===== src/hw/oramGeomPkg.sv =====
//==========================================================================
// ORAM tree geometry
// sizes of the Path ORAM tree, its subtree layout and the index widths
// shared by the head generator and the burst issuer
//==========================================================================
`default_nettype none

package oramGeomPkg;

	// tree shape
	localparam int oramL = 9;     // leaf label bits, the tree has oramL+1 levels
	localparam int levelW = 4;    // enough to count levels 0 to oramL

	// subtree layout, each subtree of lSt levels sits in one contiguous slot
	localparam int lSt = 3;
	localparam int numSt = 4;     // subtree layers from root to leaves
	localparam int lStBottom = (oramL + 1) % lSt; // height of the short bottom layer

	// number of full subtrees above the bottom layer
	// layer k holds 2^(lSt*k) subtrees, so this is 1 + 8 + 64 for the default shape
	function automatic int tallCount();
		int n;
		n = 0;
		for (int k = 0; k < numSt - 1; k++) begin
			n += 1 << (lSt * k);
		end
		return n;
	endfunction

	localparam int numTallSt = tallCount();

	// the highest slot base lands in the bottom layer and needs 11 bits
	localparam int bktIdxW = 11;
	// heap index over the tree of subtrees, the deepest one is 584
	localparam int stIdxW = 10;

	typedef logic [oramL-1:0] leafT;     // lsb picks the branch at the root
	typedef logic [bktIdxW-1:0] bktIdxT; // bucket position after the layout
	typedef logic [levelW-1:0] levelT;   // 0 is the root

endpackage

`default_nettype wire


===== src/hw/dramMapPkg.sv =====
//==========================================================================
// DRAM burst map
// how many bursts make up a bucket and where the tree starts in the
// burst address space
//==========================================================================
`default_nettype none

package dramMapPkg;

	// a bucket is read or written as a fixed run of bursts
	localparam int burstsPerBkt = 4;
	localparam int burstLog = $clog2(burstsPerBkt); // burst counter width

	// addresses count bursts, not bytes
	localparam int dramAddrW = 16;

	typedef logic [dramAddrW-1:0] dramAddrT;

	// first burst of bucket 0
	// everything below this is left to other users of the memory
	localparam dramAddrT dramBase = 16'h0400;

endpackage

`default_nettype wire


===== src/hw/pathAddrIf.sv =====
//==========================================================================
// bucket head bus
// one laid-out bucket index per transfer, from head generator to issuer
//==========================================================================
`timescale 1ns/1ps
`default_nettype none

interface pathAddrIf;

	logic valid;                  // head on the bus is meaningful
	logic ready;                  // issuer has room for a head
	oramGeomPkg::levelT level;    // tree level of this bucket, root is 0
	oramGeomPkg::bktIdxT bktIdx;  // bucket index after the subtree layout
	logic lastBkt;                // leaf bucket, the path ends here

	// the generator side, payload holds while valid waits for ready
	modport src (
		output valid, level, bktIdx, lastBkt,
		input ready
	);

	// the issuer side, a transfer is any edge with valid and ready high
	modport sink (
		input valid, level, bktIdx, lastBkt,
		output ready
	);

endinterface

`default_nettype wire


===== src/hw/pathGen.sv =====
//==========================================================================
// heap path walker
// follows one root to leaf path through a complete tree of 2^arityLog
// children per node, one step per call
//==========================================================================
`timescale 1ns/1ps
`default_nettype none

module pathGen #(
	parameter int arityLog = 1, // bits consumed per step, 1 walks a binary tree
	parameter int idxW = 8      // wide enough for the deepest index reached
) (
	input wire Clock,
	input wire rstN,
	input wire restart,                 // jump back to the root
	input wire step,                    // descend one level
	input wire [arityLog-1:0] pathBits, // which child to take
	output logic [idxW-1:0] idx         // heap index of the current node
);

	// heap numbering puts the children of node n at n*2^a+1 .. n*2^a+2^a
	logic [idxW-1:0] childIdx;

	assign childIdx = (idx << arityLog) + idxW'(1) + idxW'(pathBits); // first child plus offset

	always_ff @(posedge Clock) begin
		if (!rstN) begin
			idx <= '0;
		end else if (restart) begin
			idx <= '0; // restart wins over step when both are seen
		end else if (step) begin
			idx <= childIdx;
		end
	end

	// a step that would leave the tree is the caller's job to avoid
	// the walker itself never saturates and simply wraps in idxW bits

endmodule

`default_nettype wire


===== src/hw/bktHeadGen.sv =====
//==========================================================================
// bucket head generator
// takes a leaf label over a four-phase handshake and emits the laid-out
// bucket index of every level on the path, root first
//==========================================================================
`timescale 1ns/1ps
`default_nettype none

module bktHeadGen (
	input wire Clock,
	input wire rstN,
	input wire leafReq,
	input wire oramGeomPkg::leafT leaf,
	output logic leafAck,
	pathAddrIf.src hd
);

	import oramGeomPkg::*;

	typedef enum logic [1:0] {
		sIdle,  // waiting for a leaf
		sPrime, // walkers are at the root, head goes out next cycle
		sWalk   // heads on the bus, one level per transfer
	} stateT;

	stateT state;
	levelT level;        // level of the head on the bus
	levelT lvlInSt;      // level inside the current subtree
	leafT leafSh;        // remaining leaf bits, lsb is the next branch
	logic [lSt-2:0] stBits; // branch bits already taken inside this subtree
	logic [lSt-1:0] nextStBits;
	logic [stIdxW-1:0] stIdx;
	logic [lSt-1:0] bktInSt;
	logic accept, xfer, switchSt, shortSt;
	logic bktStep, stStep, bktRestart;
	bktIdxT slotBase;

	assign accept = (state == sIdle) && leafReq && !leafAck; // four-phase cycle fully closed
	assign xfer = hd.valid && hd.ready;
	assign switchSt = (lvlInSt == levelT'(lSt - 1)); // bottom row of a full subtree

	// first branch taken sits in the msb, so the bits read as a child number
	assign nextStBits = {stBits, leafSh[0]};

	// moving down stays inside the subtree unless we sit on its bottom row
	assign bktStep = xfer && !hd.lastBkt && !switchSt;
	assign stStep = xfer && !hd.lastBkt && switchSt;
	assign bktRestart = accept || stStep; // every new subtree starts at its own root

	// walks the tree of subtrees, one step per full subtree left behind
	pathGen #(.arityLog(lSt), .idxW(stIdxW)) stWalk (
		.Clock(Clock),
		.rstN(rstN),
		.restart(accept),
		.step(stStep),
		.pathBits(nextStBits),
		.idx(stIdx)
	);

	// walks the buckets of the current subtree
	pathGen #(.arityLog(1), .idxW(lSt)) bktWalk (
		.Clock(Clock),
		.rstN(rstN),
		.restart(bktRestart),
		.step(bktStep),
		.pathBits(leafSh[0]),
		.idx(bktInSt)
	);

	//==========================================================================
	// slot layout
	//==========================================================================

	// the bottom layer exists only when the tree height is not a multiple of lSt
	assign shortSt = (lStBottom != 0) && (level >= levelT'((numSt - 1) * lSt));

	// full subtrees get 2^lSt slots each, the short ones pack after them
	always_comb begin
		if (shortSt) begin
			slotBase = bktIdxT'(numTallSt << lSt) +
				((bktIdxT'(stIdx) - bktIdxT'(numTallSt)) << lStBottom);
		end else begin
			slotBase = bktIdxT'(stIdx) << lSt;
		end
	end

	assign hd.valid = (state == sWalk);
	assign hd.level = level;
	assign hd.bktIdx = slotBase + bktIdxT'(bktInSt);
	assign hd.lastBkt = (level == levelT'(oramL)); // the leaf bucket closes the path

	//==========================================================================
	// control
	//==========================================================================

	always_ff @(posedge Clock) begin
		if (!rstN) begin
			state <= sIdle;
			leafAck <= 1'b0;
			level <= '0;
			lvlInSt <= '0;
		end else begin
			if (accept) begin
				leafAck <= 1'b1;
			end else if (!leafReq) begin
				leafAck <= 1'b0; // requester let go, close the handshake
			end
			case (state)
				sIdle: begin
					if (accept) begin
						state <= sPrime;
						level <= '0;
						lvlInSt <= '0;
					end
				end
				sPrime: state <= sWalk;
				sWalk: begin
					if (xfer) begin
						if (hd.lastBkt) begin
							state <= sIdle; // whole path handed over
						end else begin
							level <= level + 1'b1;
							lvlInSt <= switchSt ? '0 : lvlInSt + 1'b1;
						end
					end
				end
				default: state <= sIdle;
			endcase
		end
	end

	// leaf bits are consumed lsb first, one per level
	always_ff @(posedge Clock) begin
		if (accept) begin
			leafSh <= leaf;
		end else if (xfer) begin
			leafSh <= leafSh >> 1;
			stBits <= nextStBits[lSt-2:0];
		end
	end

endmodule

`default_nettype wire


===== src/hw/burstIssue.sv =====
//==========================================================================
// burst issuer
// holds one bucket head and sends its bursts one by one over the
// four-phase command port, flagging the last burst of a path
//==========================================================================
`timescale 1ns/1ps
`default_nettype none

module burstIssue (
	input wire Clock,
	input wire rstN,
	pathAddrIf.sink hd,
	output logic cmdReq,
	output dramMapPkg::dramAddrT cmdAddr,
	output logic cmdLast,
	input wire cmdAck
);

	import oramGeomPkg::*;
	import dramMapPkg::*;

	typedef enum logic [1:0] {
		sEmpty,  // no head in hand, ready for the next one
		sLoad,   // burst address known, request goes up on this edge
		sReq,    // request up, waiting for the acknowledge
		sAckLow  // request down, waiting for the acknowledge to fall
	} stateT;

	stateT state;
	bktIdxT holdIdx;           // bucket of the head in hand
	logic holdLast;            // that head is the leaf bucket
	logic [burstLog-1:0] cnt;  // burst within the bucket
	logic take, lastBurst;
	dramAddrT burstAddr;

	assign hd.ready = (state == sEmpty); // one head at a time
	assign take = hd.valid && (state == sEmpty);
	assign lastBurst = (cnt == burstLog'(burstsPerBkt - 1));

	// buckets sit back to back, each burstsPerBkt bursts long
	assign burstAddr = dramBase + (dramAddrT'(holdIdx) << burstLog) + dramAddrT'(cnt);

	//==========================================================================
	// command handshake
	//==========================================================================

	always_ff @(posedge Clock) begin
		if (!rstN) begin
			state <= sEmpty;
			cmdReq <= 1'b0;
			cmdLast <= 1'b0;
			cnt <= '0;
		end else begin
			case (state)
				sEmpty: begin
					if (take) begin
						state <= sLoad;
						cnt <= '0;
					end
				end
				sLoad: begin
					cmdReq <= 1'b1; // address goes out on the same edge
					cmdLast <= holdLast && lastBurst;
					state <= sReq;
				end
				sReq: begin
					if (cmdAck) begin
						cmdReq <= 1'b0;
						cmdLast <= 1'b0;
						state <= sAckLow;
					end
				end
				sAckLow: begin
					// a new request may only rise once the acknowledge is gone
					if (!cmdAck) begin
						if (lastBurst) begin
							state <= sEmpty;
						end else begin
							cnt <= cnt + 1'b1;
							state <= sLoad;
						end
					end
				end
				default: state <= sEmpty;
			endcase
		end
	end

	// head and address registers only move when the handshake allows it
	always_ff @(posedge Clock) begin
		if (take) begin
			holdIdx <= hd.bktIdx;
			holdLast <= hd.lastBkt;
		end
		if (state == sLoad) begin
			cmdAddr <= burstAddr; // frozen until the next sLoad, so stable under cmdReq
		end
	end

endmodule

`default_nettype wire


===== src/hw/oramPathAddr.sv =====
//==========================================================================
// ORAM path address generator
// turns a leaf label into the DRAM burst addresses of its whole path
//==========================================================================
`timescale 1ns/1ps
`default_nettype none

module oramPathAddr (
	input wire Clock,
	input wire rstN,

	// leaf side, four-phase
	input wire leafReq,
	input wire oramGeomPkg::leafT leaf,
	output logic leafAck,

	// command side, four-phase, one burst per cycle of the handshake
	output logic cmdReq,
	output dramMapPkg::dramAddrT cmdAddr,
	output logic cmdLast, // final burst of the path
	input wire cmdAck
);

	// heads flow from the walker to the issuer, so the next walk can
	// start while the previous path is still draining
	pathAddrIf hdBus ();

	bktHeadGen u_headGen (
		.Clock(Clock),
		.rstN(rstN),
		.leafReq(leafReq),
		.leaf(leaf),
		.leafAck(leafAck),
		.hd(hdBus.src)
	);

	// a slow cmdAck stalls this one, which then holds back the walker
	burstIssue u_burst (
		.Clock(Clock),
		.rstN(rstN),
		.hd(hdBus.sink),
		.cmdReq(cmdReq),
		.cmdAddr(cmdAddr),
		.cmdLast(cmdLast),
		.cmdAck(cmdAck)
	);

endmodule

`default_nettype wire


===== config.mk =====
export PLATFORM = sky130hd
export DESIGN_NAME = oramPathAddr
export DESIGN_NICKNAME = d
export VERILOG_FILES = /design/src/hw/oramGeomPkg.sv /design/src/hw/dramMapPkg.sv /design/src/hw/pathAddrIf.sv /design/src/hw/pathGen.sv /design/src/hw/bktHeadGen.sv /design/src/hw/burstIssue.sv /design/src/hw/oramPathAddr.sv
export SDC_FILE = /design/constraint.sdc
export NUM_CORES = 1
export LEC_CHECK = 0
export BUFFER_PORTS_ARGS = -buffer_cell sky130_fd_sc_hd__buf_2
export CORE_UTILIZATION = 55
export DETAILED_ROUTE_END_ITERATION = 7
export GPL_TIMING_DRIVEN = 0
export PLACE_DENSITY = 0.81
export SYNTH_ARGS = -nofsm -noshare
export SYNTH_HDL_FRONTEND = slang
export SYNTH_SLANG_ARGS = --single-unit

===== constraint.sdc =====
create_clock -name Clock -period 5.2 [get_ports Clock]
set_input_delay 0.52 -clock Clock [delete_from_list [all_inputs] [get_ports Clock]]
set_output_delay 0.52 -clock Clock [all_outputs]
set_load 0.01 [all_outputs]

==> impl_metrics.tcl, run 1 <==
set metrics [dict create \
    max_freq_ghz 0.266 \
    synth_area_sq_mm 0.00369 \
    layout-drive-gt1-share 0.153 \
    hpwl_microns 4830 \
    fin_crit_ps 3750 \
    min_to "u_burst.cmdAddr[3]$_DFFE_PP_" \
    p_int_mw 1.03 \
    vias 2775 \
    post-place-ws_ps 1540 \
    async_flop_share 0 \
    die_w_microns 84.0 \
    antenna_cells 0 \
    fin_crit_sh 0.722 \
    finalSetupTns_ps 0 \
    critical_path_class "reg -> reg" \
    rsz0062_at_grt "no" \
    cts_hold_buffers 0 \
    core_area_sq_mm 0.00642 \
    finalWirelength_microns 6660 \
    placed_cell_area_sq_mm 0.00394 \
    rrSetupSlack_ps 1450 \
    grt_pass1_vias 2616 \
    dp.cells 485 \
    ctsResizeCount 0 \
    synth.ff_latch_count 67 \
    violations "DRC" \
    drt_iter0_drc 115 \
    power_frac_seq 0.481 \
    cap_violations 0 \
    ys_types 58 \
    cts_root_buf "clkbuf_8" \
    dr.pass1.iters 6 \
    cts_max_level 3 \
    cts_tree "yes" \
    synth_area_per_cell_sq_um 9.77 \
    clk_latency_ps 340 \
    finalMaxSlewViolations 0 \
    path_clk_slew_ps 70 \
    cp.arrival_ps 3830 \
    antenna_found_initial 0 \
    cts.sinks 67 \
    crit_path_max_fanout 10 \
    num_rows 29 \
    synth_cells 378 \
    min_path_cells 0 \
    synth_edf_count 37 \
    dieHeight_microns 84.0 \
    ioPinCount 32 \
    finish.utilization 0.650 \
    fin_ws_ps 1450 \
    ir_drop_mv 0.172 \
    setup_viol 0 \
    postRouteAntennaNets 0 \
    viasPerCell 5.54 \
    cp-start-kind "flip-flop" \
    power_density_mw_per_mm2 333 \
    layoutNonFillerInstCount 501 \
    r2r_cells 15 \
    outcome "finished with violations" \
    track_usage 0.203 \
    p_leak_nw 1.64 \
    drc_errors 5 \
    die_area_sq_mm 0.00705 \
    worst_pin_slew_ps 752 \
    p_clk_frac 0.358 \
    worstHoldStart "u_burst.holdIdx[1]$_DFFE_PP_" \
    cts_buffer_depth 2 \
    rr_startpoint "u_headGen.stWalk.idx[0]$_SDFFE_PP0P_" \
    areaGrowthSynthToFinish_pct 13.0 \
    gp_congestion 0.916 \
    yosysSeqAreaShare 0.463 \
    cts_setup_buffers 0 \
    r2r-end "u_burst.holdIdx[9]$_DFFE_PP_" \
    comb_power_share 0.161 \
    numCtsBuffers 9 \
    fin_area_sq_mm 0.00418 \
    required_ps 5280 \
    port_buffers 29 \
    grt_max_degree 17 \
    max_slew_margin 0.494 \
    yosysWarnings 0 \
    grt_pass1_wl_microns 11300 \
    p_sw_mw 0.364 \
    post_drt_wl_per_cell_microns 13.3 \
    startpoint "u_headGen.stWalk.idx[0]$_SDFFE_PP0P_" \
    start_util 0.575 \
    fin_nets 452 \
    synth_top_flop_cell "edfxtp_1" \
    switching_share 0.262 \
    endpoint_kind "flip-flop" \
    hold_viol_final 0 \
    p_total_mw 1.39 \
    grt-ovfl-total 0 \
    whs_ps 418 \
    min_path_type "reg -> reg" \
    fin_skew_ps 5.52 \
]
worst max-delay path, cell delays in order, from the launching register on:
cell and delay (ps):
dfxtp_1 450, clkbuf_1 410, inv_1 150, ha_1 220, buf_2 160, xnor2_1 240, inv_1 90, ha_1 230
xnor2_1 340, inv_1 80, a21oi_1 180, o32ai_1 120, a31oi_1 280, nand2_1 160, nor4b_4 290, xor2_1 90
placed cells by master (no fill, tap or decap), drive strengths merged, types with 3 or more instances in the layout:
cell type and instances:
nor2 36, ha 19, clkbuf 22, nor2b 12
nand4 5, edfxtp 37, nor4 4, inv 21
nor3 7, and2 3, mux2i 5, buf 39
xnor2 21, or3 4, a21oi 15, o21ai 10
xor2 12, nor4b 3, nand3 11, a211oi 12
a21boi 3, nand2 45, a31oi 5, dfxtp 30
nand2b 8
worst max path at each step:
stage,end,slack [ps],depth (start not counted)
4_1_cts,u_burst.holdIdx[9]$_DFFE_PP_,1500,15
6_report,u_burst.holdIdx[9]$_DFFE_PP_,1450,15
2_1_floorplan,u_burst.holdIdx[10]$_DFFE_PP_,1980,15
3_3_place_gp,u_burst.holdIdx[10]$_DFFE_PP_,1620,15
5_1_grt,u_burst.holdIdx[10]$_DFFE_PP_,1230,15
3_5_place_dp,u_burst.holdIdx[10]$_DFFE_PP_,1540,15
registers in the layout (all words and copies together) (netlist names), 2 cells and up:
signal and count:
u_burst.cmdAddr 14, u_burst.cnt 2, u_burst.holdIdx 11, u_burst.state 2, u_headGen.bktWalk.idx 3, u_headGen.hd.level 4
u_headGen.leafSh 9, u_headGen.lvlInSt 4, u_headGen.stBits 2, u_headGen.stWalk.idx 10, u_headGen.state 2
Yosys cell counts (2+ instances only):
cell type  instances  area, sq um
inv_1             20         75.1
nand2_1           45          169
o21ai_1            4         20.0
edfxtp_1          37         1110
xnor2_1           21          184
buf_4              2         15.0
o32ai_1            2         17.5
a31oi_1            4         25.0
a21oi_1           15         75.1
nor2b_1           12         75.1
dfxtp_1           30          601
nor3b_1            2         15.0
o31a_1             2         17.5
nor4_1             4         25.0
clkbuf_1          11         41.3
a211oi_1          12         90.1
or3_1              3         18.8
o31ai_1            2         15.0
a21boi_0           2         15.0
nor4b_1            2         17.5
mux2i_1            5         50.1
buf_2              7         35.0
nand3_1           11         55.1
nand4_1            5         31.3
and2_1             3         18.8
xor2_1            12          105
nand2b_1           7         43.8
ha_1              19          238
o21ai_0            6         30.0
nor3_1             7         35.0
or2_2              2         12.5
nand3b_1           2         15.0
nor2_1            35          131
power groups by stage:
stage / clock network (mW) / logic, mW / registers, mW
floorplan: 0 / 0.140 / 0.693
global route: 0.529 / 0.247 / 0.676
CTS: 0.509 / 0.225 / 0.669
global placement: 0 / 0.216 / 0.677
finish: 0.498 / 0.223 / 0.669
detailed placement: 0 / 0.224 / 0.681
layer usage:
layer / track usage / routed length, microns / up-vias
met5: 0 / 0 / -
met4: 0.0940 / 108 / 0
met3: 0.0475 / 273 / 11
met2: 0.354 / 3330 / 66
met1: 0.236 / 2940 / 1304
li1: - / - / 1394
cells by family (layout without fill, tap and decap cells):
family          Yosys count  in the layout  share of synthesized area
buf+inv                  41             86                     0.0481
xor+xnor                 33             33                     0.0782
fa+ha+maj                20             20                     0.0698
compound gates           62             62                      0.118
other cells               1              2                    0.00101
mux                       6              6                     0.0166
simple gates            148            148                      0.205
flops                    67             67                      0.463
layout make-up:
class,count,area [sq um]
fillers,511,2250
clock inverters,5,82.6
repair buffers,29,145
well taps,77,96.3
plain buffers,21,103
flip-flops and latches,67,1710
multi-input cells,271,1810
inverters,20,75.1
clock buffers,11,153
Power figures use the tool's default switching activity.
==> inputs of run 2 (changes only) <==
==> constraint.sdc (replaced) <==
create_clock -name Clock -period 3.85 [get_ports Clock]
set_input_delay 0.385 -clock Clock [delete_from_list [all_inputs] [get_ports Clock]]
set_output_delay 0.385 -clock Clock [all_outputs]
set_load 0.01 [all_outputs]
==> impl_metrics.tcl, run 2 (synthesized netlist as in run 1, its figures left out) <==
set metrics [dict create \
    outcome "finished with violations" \
    violations "DRC" \
    cp-start-kind "flip-flop" \
    finalWirelength_microns 6670 \
    dieHeight_microns 84.0 \
    ir_drop_mv 0.232 \
    setup_viol 0 \
    final_common_cell "nand2_1" \
    layout-drive-gt1-share 0.156 \
    min_path_type "in -> reg" \
    cts_max_level 3 \
    drc_errors 5 \
    reg.largest.list "u_burst.cmdAddr x14, u_burst.holdIdx x11, u_headGen.stWalk.idx x10" \
    die_w_microns 84.0 \
    num_rows 29 \
    grt-ovfl-total 0 \
    endpoint_kind "flip-flop" \
    ioPinCount 32 \
    cts_tree "yes" \
    whs_ps 301 \
    cts.sinks 67 \
    grt_pass1_vias 2616 \
    largest_reg_flops 14 \
    clk_latency_ps 340 \
    start_util 0.575 \
    worst_pin_slew_ps 769 \
    antenna_found_initial 0 \
    postRouteAntennaNets 0 \
    antenna_cells 0 \
    areaGrowthSynthToFinish_pct 13.0 \
    grt_max_degree 17 \
    drt_iter0_drc 113 \
    dr.pass1.iters 6 \
    cts_buffer_depth 2 \
    grt_pass1_wl_microns 11300 \
    crit_path_max_fanout 10 \
    nFillCells 512 \
    port_buffers 29 \
    hold_viol_final 0 \
    finalSetupTns_ps 0 \
    fin_skew_ps 5.48 \
    hpwl_microns 4830 \
    numCtsBuffers 9 \
    cts_root_buf "clkbuf_8" \
    fin_crit_ps 3610 \
    vias 2772 \
    cp.arrival_ps 3690 \
    die_area_sq_mm 0.00705 \
    path_clk_slew_ps 70 \
    track_usage 0.203 \
    gp_congestion 0.916 \
    core_area_sq_mm 0.00642 \
    viasPerCell 5.53 \
    p_leak_nw 1.64 \
    required_ps 3930 \
    cap_violations 0 \
    fin_crit_sh 0.938 \
    top_register "u_burst.cmdAddr" \
    mostFrequentLayoutCells "nand2_1, edfxtp_1, buf_2" \
    fin_nets 452 \
    cts_setup_buffers 0 \
    power_density_mw_per_mm2 449 \
    finalMaxSlewViolations 0 \
    rrSetupSlack_ps 240 \
    max_freq_ghz 0.277 \
    post_drt_wl_per_cell_microns 13.3 \
    rsz0062_at_grt "no" \
    critical_path_class "reg -> reg" \
    max_slew_margin 0.483 \
]
-- run 2: cell counts in the layout (fill, tap and decap cells not counted) --
No cell type changed its count.
-- run 2: metal layers --
layer,vias up,global-route usage,share of wire
met2,65,0.354,0.50
met1,1298,0.236,0.44
met3,9,0.0475,0.038
met5,-,0,0
li1,1400,-,-
met4,0,0.0940,0.015
-- run 2: critical path: stages (launching register included) --
cell and delay, ps:
dfxtp_1 450, clkbuf_2 290, inv_1 120, ha_1 200, buf_2 160, xnor2_1 250, inv_1 90, ha_1 230
xnor2_1 350, inv_1 80, a21oi_1 180, o32ai_1 120, a31oi_1 280, nand2_1 160, nor4b_4 290, xor2_1 90
-- run 2: through the flow --
stage               std cells   util  total power [mW]  area, sq um  setup slack, ps
finish                    501  0.650              1.88         4180              240
global route              501  0.650              1.96         4180             69.0
CTS                       501  0.650              1.90         4180              153
detailed placement        485  0.613              1.22         3940              191
global placement          485  0.613              1.21         3940              265
floorplan                 379      -              1.13         3700              633
-- run 2: cell type report --
| type | instances | area, sq um | area share |
|---|---|---|---|
| tap | 77 | 96.3 | 0.0231 |
| sequential | 67 | 1710 | 0.410 |
| timing repair buffer | 29 | 145 | 0.0348 |
| clock buffer | 11 | 153 | 0.0365 |
| multi-input combinational | 271 | 1810 | 0.433 |
| clock inverter | 5 | 82.6 | 0.0198 |
| buffer | 21 | 104 | 0.0249 |
| inverter | 20 | 75.1 | 0.0180 |
-- run 2: what timing repair did --
item / CTS / global route
resized for setup: 0 / 2
endpoints found under the setup margin: 0 / 2
hold buffers: 0 / 0
-- run 2: path summary, 6_finish.rpt --
kind	start	endpoint	cells past startpoint
setup / recovery	u_headGen.stWalk.idx[0]$_SDFFE_PP0P_	u_burst.holdIdx[9]$_DFFE_PP_	15
hold reg to reg	u_burst.holdIdx[1]$_DFFE_PP_	u_burst.cmdAddr[3]$_DFFE_PP_	0
setup reg to reg	u_headGen.stWalk.idx[0]$_SDFFE_PP0P_	u_burst.holdIdx[9]$_DFFE_PP_	15
hold / removal	leafReq	u_headGen.leafAck$_SDFFE_PN0P_	2
-- run 2: report_power, final --
group          internal (mW)  total [mW]  switching, mW
combinational          0.114       0.302          0.188
clock                  0.406       0.671          0.265
sequential             0.866       0.903         0.0374
